## config.mk

```make
export PLATFORM = sky130hd
export DESIGN_NAME = llc_core
export DESIGN_NICKNAME = d
export VERILOG_FILES = /design/src/llc_pkg.sv /design/src/llc_controller.sv /design/src/llc_core.sv /design/src/llc_line_store.sv /design/src/llc_tag_store.sv
export SDC_FILE = /design/constraint.sdc
export NUM_CORES = 2
export LEC_CHECK = 0
export BUFFER_PORTS_ARGS = -buffer_cell sky130_fd_sc_hd__buf_2
export CAP_MARGIN = 20
export CORE_ASPECT_RATIO = 0.9
export CORE_MARGIN = 4
export CORE_UTILIZATION = 50
export CTS_CLUSTER_SIZE = 14
export DETAILED_ROUTE_END_ITERATION = 16
export GPL_ROUTABILITY_DRIVEN = 0
export PLACE_DENSITY = 0.64
export SYNTH_ARGS = -nofsm -noshare
export SYNTH_HDL_FRONTEND = slang
export SYNTH_SLANG_ARGS = --single-unit
```

## constraint.sdc

```tcl
create_clock -name clk -period 10 [get_ports clk]
set_input_delay 2 -clock clk [delete_from_list [all_inputs] [get_ports clk]]
set_output_delay 2 -clock clk [all_outputs]
set_load 0.02 [all_outputs]
```

## src/llc_pkg.sv

```systemverilog
// cache geometry, vector types, channel structs and controller states
// shared by the llc_lite design and its testbench

package llc_pkg;

    // 4 ways, 16 sets, one word per line
    localparam int LLC_WAYS      = 4;
    localparam int LLC_SETS      = 16;
    localparam int LLC_SET_BITS  = 4;
    localparam int LLC_TAG_BITS  = 8;
    localparam int LLC_WAY_BITS  = 2;
    localparam int LLC_LINE_BITS = 32;

    // line address, tag above set
    typedef logic [LLC_TAG_BITS+LLC_SET_BITS-1:0] line_addr_t;
    typedef logic [LLC_SET_BITS-1:0]              llc_set_t;
    typedef logic [LLC_TAG_BITS-1:0]              llc_tag_t;
    typedef logic [LLC_WAY_BITS-1:0]              llc_way_t;
    typedef logic [LLC_LINE_BITS-1:0]             line_t;
    typedef logic [LLC_WAYS-1:0]                  way_mask_t;

    typedef struct packed {
        logic       write;
        line_addr_t addr;
        line_t      data;
    } cpu_req_t;

    typedef struct packed {
        line_t data;
    } cpu_rsp_t;

    // write flag set only for a write-back
    typedef struct packed {
        logic       write;
        line_addr_t addr;
        line_t      data;
    } mem_req_t;

    typedef struct packed {
        line_t data;
    } mem_rsp_t;

    // registered lookup outcome of the tag store
    typedef struct packed {
        logic     hit;
        llc_way_t hit_way;
        llc_way_t victim_way;
        logic     victim_valid;
        logic     victim_dirty;
        llc_tag_t victim_tag;
    } tag_result_t;

    typedef enum logic [2:0] {
        IDLE,
        LOOKUP,
        PROCESS,
        WRITEBACK,
        FILL_REQ,
        FILL_WAIT,
        RESPOND
    } llc_state_e;

endpackage

```

## src/llc_controller.sv

```systemverilog
// single-issue cache controller FSM
// request accept, hit and miss handling, memory and response channels
`timescale 1ns/1ps

module llc_controller (
    input  logic                 clk,
    input  logic                 rst,
    // requester side
    input  logic                 req_valid_i,
    output logic                 req_ready_o,
    input  llc_pkg::cpu_req_t    req_i,
    output logic                 rsp_valid_o,
    input  logic                 rsp_ready_i,
    output llc_pkg::cpu_rsp_t    rsp_o,
    // memory side
    output logic                 mem_req_valid_o,
    input  logic                 mem_req_ready_i,
    output llc_pkg::mem_req_t    mem_req_o,
    input  logic                 mem_rsp_valid_i,
    output logic                 mem_rsp_ready_o,
    input  llc_pkg::mem_rsp_t    mem_rsp_i,
    // store side
    output logic                 lookup_o,
    output llc_pkg::line_addr_t  addr_o,
    input  llc_pkg::tag_result_t tag_result_i,
    input  llc_pkg::line_t       lines_i [llc_pkg::LLC_WAYS],
    output logic                 tag_wr_o,
    output logic                 line_wr_o,
    output llc_pkg::llc_way_t    wr_way_o,
    output logic                 wr_dirty_o,
    output llc_pkg::line_t       wr_line_o
);

    llc_pkg::llc_state_e state_q;
    llc_pkg::llc_state_e state_d;

    llc_pkg::cpu_req_t req_q;
    llc_pkg::cpu_rsp_t rsp_q;
    logic              rsp_valid_q;

    logic              rsp_load;
    llc_pkg::line_t    rsp_line;
    llc_pkg::line_t    fill_line;
    llc_pkg::line_t    victim_line;
    logic              rsp_fire;

    assign req_ready_o     = (state_q == llc_pkg::IDLE);
    assign mem_rsp_ready_o = (state_q == llc_pkg::FILL_WAIT);
    assign mem_req_valid_o = (state_q == llc_pkg::WRITEBACK) || (state_q == llc_pkg::FILL_REQ);
    assign rsp_valid_o     = rsp_valid_q;
    assign rsp_o           = rsp_q;
    assign rsp_fire        = rsp_valid_q && rsp_ready_i;

    // both stores see the held request address
    assign lookup_o = (state_q == llc_pkg::LOOKUP);
    assign addr_o   = req_q.addr;

    assign victim_line = lines_i[tag_result_i.victim_way];
    // write miss merges the write data over the fetched word
    assign fill_line   = req_q.write ? req_q.data : mem_rsp_i.data;

    // memory payload built from registered state, stable while waiting
    always_comb begin
        if (state_q == llc_pkg::WRITEBACK) begin
            mem_req_o.write = 1'b1;
            mem_req_o.addr  = {tag_result_i.victim_tag, req_q.addr[llc_pkg::LLC_SET_BITS-1:0]};
            mem_req_o.data  = victim_line;
        end else begin
            mem_req_o.write = 1'b0;
            mem_req_o.addr  = req_q.addr;
            mem_req_o.data  = '0;
        end
    end

    always_comb begin
        state_d    = state_q;
        tag_wr_o   = 1'b0;
        line_wr_o  = 1'b0;
        wr_way_o   = tag_result_i.hit_way;
        wr_dirty_o = 1'b0;
        wr_line_o  = req_q.data;
        rsp_load   = 1'b0;
        rsp_line   = lines_i[tag_result_i.hit_way];
        case (state_q)
            llc_pkg::IDLE: begin
                if (req_valid_i) begin
                    state_d = llc_pkg::LOOKUP;
                end
            end
            llc_pkg::LOOKUP: begin
                state_d = llc_pkg::PROCESS;
            end
            llc_pkg::PROCESS: begin
                if (tag_result_i.hit) begin
                    rsp_load = 1'b1;
                    if (req_q.write) begin
                        tag_wr_o   = 1'b1;
                        line_wr_o  = 1'b1;
                        wr_dirty_o = 1'b1;
                        rsp_line   = req_q.data;
                    end
                    state_d = llc_pkg::RESPOND;
                end else if (tag_result_i.victim_valid && tag_result_i.victim_dirty) begin
                    state_d = llc_pkg::WRITEBACK;
                end else begin
                    state_d = llc_pkg::FILL_REQ;
                end
            end
            llc_pkg::WRITEBACK: begin
                if (mem_req_ready_i) begin
                    state_d = llc_pkg::FILL_REQ;
                end
            end
            llc_pkg::FILL_REQ: begin
                if (mem_req_ready_i) begin
                    state_d = llc_pkg::FILL_WAIT;
                end
            end
            llc_pkg::FILL_WAIT: begin
                if (mem_rsp_valid_i) begin
                    // refill into the victim way
                    tag_wr_o   = 1'b1;
                    line_wr_o  = 1'b1;
                    wr_way_o   = tag_result_i.victim_way;
                    wr_dirty_o = req_q.write;
                    wr_line_o  = fill_line;
                    rsp_load   = 1'b1;
                    rsp_line   = fill_line;
                    state_d    = llc_pkg::RESPOND;
                end
            end
            llc_pkg::RESPOND: begin
                if (rsp_fire) begin
                    state_d = llc_pkg::IDLE;
                end
            end
            default: begin
                state_d = llc_pkg::IDLE;
            end
        endcase
    end

    always_ff @(posedge clk or negedge rst) begin
        if (!rst) begin
            state_q     <= llc_pkg::IDLE;
            rsp_valid_q <= 1'b0;
        end else begin
            state_q <= state_d;
            // response register stage, valid one cycle into RESPOND
            if (rsp_fire) begin
                rsp_valid_q <= 1'b0;
            end else if (state_q == llc_pkg::RESPOND) begin
                rsp_valid_q <= 1'b1;
            end
        end
    end

    always_ff @(posedge clk) begin
        if (req_valid_i && req_ready_o) begin
            req_q <= req_i;
        end
        if (rsp_load) begin
            rsp_q.data <= rsp_line;
        end
    end

endmodule

```

## src/llc_core.sv

```systemverilog
// llc_lite top level
// tag store, line store and controller
`timescale 1ns/1ps

module llc_core (
    input  logic              clk,
    input  logic              rst,
    input  logic              cpu_req_valid_i,
    output logic              cpu_req_ready_o,
    input  llc_pkg::cpu_req_t cpu_req_i,
    output logic              cpu_rsp_valid_o,
    input  logic              cpu_rsp_ready_i,
    output llc_pkg::cpu_rsp_t cpu_rsp_o,
    output logic              mem_req_valid_o,
    input  logic              mem_req_ready_i,
    output llc_pkg::mem_req_t mem_req_o,
    input  logic              mem_rsp_valid_i,
    output logic              mem_rsp_ready_o,
    input  llc_pkg::mem_rsp_t mem_rsp_i
);

    logic                 lookup;
    llc_pkg::line_addr_t  addr;
    llc_pkg::tag_result_t tag_result;
    llc_pkg::line_t       lines [llc_pkg::LLC_WAYS];
    logic                 tag_wr;
    logic                 line_wr;
    llc_pkg::llc_way_t    wr_way;
    logic                 wr_dirty;
    llc_pkg::line_t       wr_line;

    llc_tag_store tag_store_u (
        .clk        (clk),
        .rst        (rst),
        .lookup_i   (lookup),
        .addr_i     (addr),
        .tag_wr_i   (tag_wr),
        .wr_way_i   (wr_way),
        .wr_dirty_i (wr_dirty),
        .result_o   (tag_result)
    );

    // line store is indexed by the set field only
    llc_line_store line_store_u (
        .clk       (clk),
        .lookup_i  (lookup),
        .set_i     (addr[llc_pkg::LLC_SET_BITS-1:0]),
        .line_wr_i (line_wr),
        .wr_way_i  (wr_way),
        .wr_line_i (wr_line),
        .lines_o   (lines)
    );

    llc_controller controller_u (
        .clk             (clk),
        .rst             (rst),
        .req_valid_i     (cpu_req_valid_i),
        .req_ready_o     (cpu_req_ready_o),
        .req_i           (cpu_req_i),
        .rsp_valid_o     (cpu_rsp_valid_o),
        .rsp_ready_i     (cpu_rsp_ready_i),
        .rsp_o           (cpu_rsp_o),
        .mem_req_valid_o (mem_req_valid_o),
        .mem_req_ready_i (mem_req_ready_i),
        .mem_req_o       (mem_req_o),
        .mem_rsp_valid_i (mem_rsp_valid_i),
        .mem_rsp_ready_o (mem_rsp_ready_o),
        .mem_rsp_i       (mem_rsp_i),
        .lookup_o        (lookup),
        .addr_o          (addr),
        .tag_result_i    (tag_result),
        .lines_i         (lines),
        .tag_wr_o        (tag_wr),
        .line_wr_o       (line_wr),
        .wr_way_o        (wr_way),
        .wr_dirty_o      (wr_dirty),
        .wr_line_o       (wr_line)
    );

endmodule

```

## src/llc_line_store.sv

```systemverilog
// line data array
// registered read of all ways in a set, single-way write
`timescale 1ns/1ps

module llc_line_store (
    input  logic              clk,
    input  logic              lookup_i,
    input  llc_pkg::llc_set_t set_i,
    input  logic              line_wr_i,
    input  llc_pkg::llc_way_t wr_way_i,
    input  llc_pkg::line_t    wr_line_i,
    output llc_pkg::line_t    lines_o [llc_pkg::LLC_WAYS]
);

    // one word per way and set
    llc_pkg::line_t data_q [llc_pkg::LLC_SETS][llc_pkg::LLC_WAYS];

    // read register, holds the whole set
    llc_pkg::line_t rd_q [llc_pkg::LLC_WAYS];

    // write port
    always_ff @(posedge clk) begin
        if (line_wr_i) begin
            data_q[set_i][wr_way_i] <= wr_line_i;
        end
    end

    // read port
    // every way is captured so hit line and victim line
    // both come from this single read
    always_ff @(posedge clk) begin
        if (lookup_i) begin
            for (int w = 0; w < llc_pkg::LLC_WAYS; w++) begin
                rd_q[w] <= data_q[set_i][w];
            end
        end
    end

    // read data holds until the next lookup
    always_comb begin
        for (int w = 0; w < llc_pkg::LLC_WAYS; w++) begin
            lines_o[w] = rd_q[w];
        end
    end

endmodule

```

## src/llc_tag_store.sv

```systemverilog
// valid, dirty and tag arrays with hit detection
// and one round-robin victim pointer per set
`timescale 1ns/1ps

module llc_tag_store (
    input  logic                 clk,
    input  logic                 rst,
    input  logic                 lookup_i,
    input  llc_pkg::line_addr_t  addr_i,
    input  logic                 tag_wr_i,
    input  llc_pkg::llc_way_t    wr_way_i,
    input  logic                 wr_dirty_i,
    output llc_pkg::tag_result_t result_o
);

    // per-set state, one bit per way
    llc_pkg::way_mask_t valid_q  [llc_pkg::LLC_SETS];
    llc_pkg::way_mask_t dirty_q  [llc_pkg::LLC_SETS];
    llc_pkg::llc_way_t  victim_q [llc_pkg::LLC_SETS];
    llc_pkg::llc_tag_t  tag_q    [llc_pkg::LLC_SETS][llc_pkg::LLC_WAYS];

    llc_pkg::llc_set_t    set;
    llc_pkg::llc_tag_t    tag;
    llc_pkg::llc_way_t    victim_way;
    logic                 hit;
    llc_pkg::llc_way_t    hit_way;
    llc_pkg::tag_result_t lookup_res;
    llc_pkg::tag_result_t result_q;

    assign set        = addr_i[llc_pkg::LLC_SET_BITS-1:0];
    assign tag        = addr_i[llc_pkg::LLC_SET_BITS +: llc_pkg::LLC_TAG_BITS];
    assign victim_way = victim_q[set];

    // compare the request tag against every valid way
    always_comb begin
        hit     = 1'b0;
        hit_way = '0;
        for (int w = 0; w < llc_pkg::LLC_WAYS; w++) begin
            if (valid_q[set][w] && (tag_q[set][w] == tag)) begin
                hit     = 1'b1;
                hit_way = llc_pkg::llc_way_t'(w);
            end
        end
    end

    // victim state travels with the hit result
    always_comb begin
        lookup_res.hit          = hit;
        lookup_res.hit_way      = hit_way;
        lookup_res.victim_way   = victim_way;
        lookup_res.victim_valid = valid_q[set][victim_way];
        lookup_res.victim_dirty = dirty_q[set][victim_way];
        lookup_res.victim_tag   = tag_q[set][victim_way];
    end

    always_ff @(posedge clk or negedge rst) begin
        if (!rst) begin
            for (int s = 0; s < llc_pkg::LLC_SETS; s++) begin
                valid_q[s]  <= '0;
                dirty_q[s]  <= '0;
                victim_q[s] <= '0;
            end
            result_q <= '0;
        end else begin
            if (lookup_i) begin
                result_q <= lookup_res;
            end
            if (tag_wr_i) begin
                valid_q[set][wr_way_i] <= 1'b1;
                dirty_q[set][wr_way_i] <= wr_dirty_i;
                // pointer moves on once its way is refilled
                if (wr_way_i == victim_way) begin
                    victim_q[set] <= victim_way + llc_pkg::llc_way_t'(1);
                end
            end
        end
    end

    // tags are only trusted behind a valid bit
    always_ff @(posedge clk) begin
        if (tag_wr_i) begin
            tag_q[set][wr_way_i] <= tag;
        end
    end

    assign result_o = result_q;

endmodule

```

==> metrics <==
status=complete, no violations; Root Buffer=clkbuf_16; critical setup path kind=flip-flop to output port; Critical Path End Type=output port; Clock power frac=32.5%; DP Area=0.119 mm²; syn nets=5016; Top FF cell, synth=edfxtp_1; WL final=299 mm; nets=5384; CTS Buf Count=307; Fin. Hold Viols=0; internal power=24000 µW; CP bufs+invs=3; Syn Inst Count=4933; clock latency on the worst-skew pair=940 ps; die area=0.236 mm²; kind of start point of the critical path=flip-flop; Non-Filler Instances=8567; largest net degree at the start of global routing=125; cell mode on critical path=nand2_1; static leakage=0.0419 µW; I/O pin count=164; Final Cell Area=0.129 mm²; worst rel slew slack=14.2%; Synth async-reset ratio=6.07%; Post-synth EDFFs=2765; number of global-route vias before repair=54500; leading area contributor after synthesis=edfxtp_1; CTS tree=done; Final setup viols=0; max-cap violations=0; power per standard cell area=260 mW/mm²; switch share=28.3%; sequential fraction of design power=45.3%; number of clock sinks=2948; CP peak stage delay=730 ps; drt wl/cell=34.9 µm; Worst path slowest cell=or3_4; router iterations before antenna repair=8; Cells after DPL=8009; Hold Path Class=flip-flop to flip-flop; vias per cell=6.36; worst-margin pin slew=1290 ps; Seq/Total Area, Yosys=76.7%; CP cell instances=inv_1 > or3_4 > clkinv_1 > nand2_1 > nand2_1 > buf_2; Synth Cell Area=0.114 mm²; Final period util=53.0%; Worst EP required=8000 ps; Clock Tree Buf Depth=4; final worst slack=4700 ps; cell with the most instances after synthesis=edfxtp_1; Area growth syn-to-layout=13.0%; critical path fanouts, max=44; unrepaired setup endpoints after global routing=no; Avg Inst Size Synth=23.2 µm²; post-synth top area share=72.7%; CP top delay family=simple AND/OR/NAND/NOR gates; postcts setup bufs=0; die width=512 µm; Detail Placement HPWL=169 mm; routed via count=54500; Core Box Area=0.227 mm²; P_sw=9490 µW; DRT antenna net count=0; Slew Limit Fails=0; worst slack at placement=4130 ps; Final Critical Period=5300 ps; first-pass GRT wire length=424 mm; fmax=0.189 GHz; Ys Warns=0; port bufs=163; hold_buf cts=0; initial antenna violation count=20; clock-pin slew on the worst setup and hold paths=60 ps; GRT Overall Usage=25.5%; row count=166; Layout Skew=74.1 ps; share of post-route cells with drive strength above 1=34.1%; #FFs+latches synth=2948; grt ovf=0; setup_tns=0 ps; ranking of synthesized cells by area=edfxtp_1 (73%), mux4_2 (17%), dfrtp_1 (3.9%); commonest cells in the netlist=edfxtp_1 (2765), mux4_2 (868), dfrtp_1 (179); Synth cell types=56; Die Span Y=462 µm; CTS resizes=0; combinational share of power=22.2%; H-tree depth=5; starting DRC count in detailed routing=7596; WP data arrival=3300 ps; Peak VDD IR=0.209 mV; Starting Density=50.2%; DRC Markers=0
-- power groups by stage --
stage / Clock (µW) / Sequential (µW) / Combinational (µW)
final: 10900 / 15200 / 7440
after global routing: 11600 / 15200 / 7830
after CTS: 11100 / 15200 / 7470
after detailed placement: 0 / 15500 / 7460
after global placement: 0 / 15400 / 7350
after floorplan: 0 / 15200 / 4720
-- sequential cells by signal, summed over array words and instances (netlist names), named ones only --
signal                    cells
tag_store_u.victim_q         32
controller_u.addr_o          12
controller_u.rsp_o           32
line_store_u.data_q        2048
tag_store_u.valid_q          64
tag_store_u.dirty_q          64
controller_u.req_q           33
controller_u.rsp_valid_o      1
tag_store_u.result_o         15
tag_store_u.tag_q           512
controller_u.state_q          3
line_store_u.rd_q           128
-- routing by layer --
metal,GRT usage [%],vias up,share of wire (%)
li1,-,21600,-
met1,37.4,29600,40
met2,39.5,2845,47
met3,4.82,484,9.0
met4,7.91,8,3.4
met5,0,-,0.018
-- cell type report --
class	count	area (µm²)
flip-flops and latches	2948	87600
inverters	39	161
clock buffers	402	8330
multi-input cells	1669	25700
fillers	16300	98300
clock inverters	127	1100
repair buffers	336	2340
diodes	22	55.1
well taps	3024	3780
-- stage by stage --
| stage | hold WS [ps] | total power (µW) | util [%] |
|---|---|---|---|
| global placement | 442 | 22800 | 52.5 |
| detailed placement | 448 | 22900 | 52.5 |
| global route | 474 | 34700 | 56.8 |
| finish | 460 | 33500 | 56.8 |
| CTS | 462 | 33700 | 56.7 |
| floorplan | 428 | 20000 | - |
-- final timing paths --
| kind | end | slack, ps | start | cells after the start |
|---|---|---|---|---|
| min in group asynchronous | tag_store_u.dirty_q[26]$_DFFE_PN0P_ | 1170 | rst | 1 |
| max in group asynchronous | tag_store_u.dirty_q[44]$_DFFE_PN0P_ | 6810 | rst | 3 |
| max reg2reg | tag_store_u.result_o[14]$_DFFE_PN0N_ | 5380 | flip-flop | 9 |
| min reg2reg | tag_store_u.valid_q[10]$_DFFE_PN0P_ | 460 | tag_store_u.valid_q[10]$_DFFE_PN0P_ | 1 |
| max | mem_req_o[43] | 4700 | controller_u.state_q[0]$_DFFE_PN0P_ | 6 |
| min | tag_store_u.valid_q[10]$_DFFE_PN0P_ | 460 | tag_store_u.valid_q[10]$_DFFE_PN0P_ | 1 |
-- cell families after synthesis --
kind of cell              after synthesis  share of synthesized area [%]
AOI/OAI and AO/OA                     134                          0.810
xor gates and xnor gates               35                          0.268
buffers and inverters                 316                           1.28
DFF                                  2948                           76.7
muxes                                1082                           19.2
and+or+nand+nor                       418                           1.79
-- cells in the final DEF, fill, tap and decap left out, types with 32 or more instances in the layout --
cell type  Yosys  routed
a21oi_1       46      45
nor2b_1       40      40
buf_4         22     157
edfxtp_1    2765    2765
clkinv_1       1      54
mux4_2       868     868
clkbuf_1      99      78
nand2_1      138     137
nor2_4        10      75
buf_2         90     162
mux2_2       122     122
clkinv_2       0      44
dfrtp_1      179     175
mux2i_1       73      73
a222oi_1      32      32
or2_2         61      61
clkbuf_16      0     318
inv_1         37      34
nor2_1       108      43
Power figures use the tool's default switching activity.
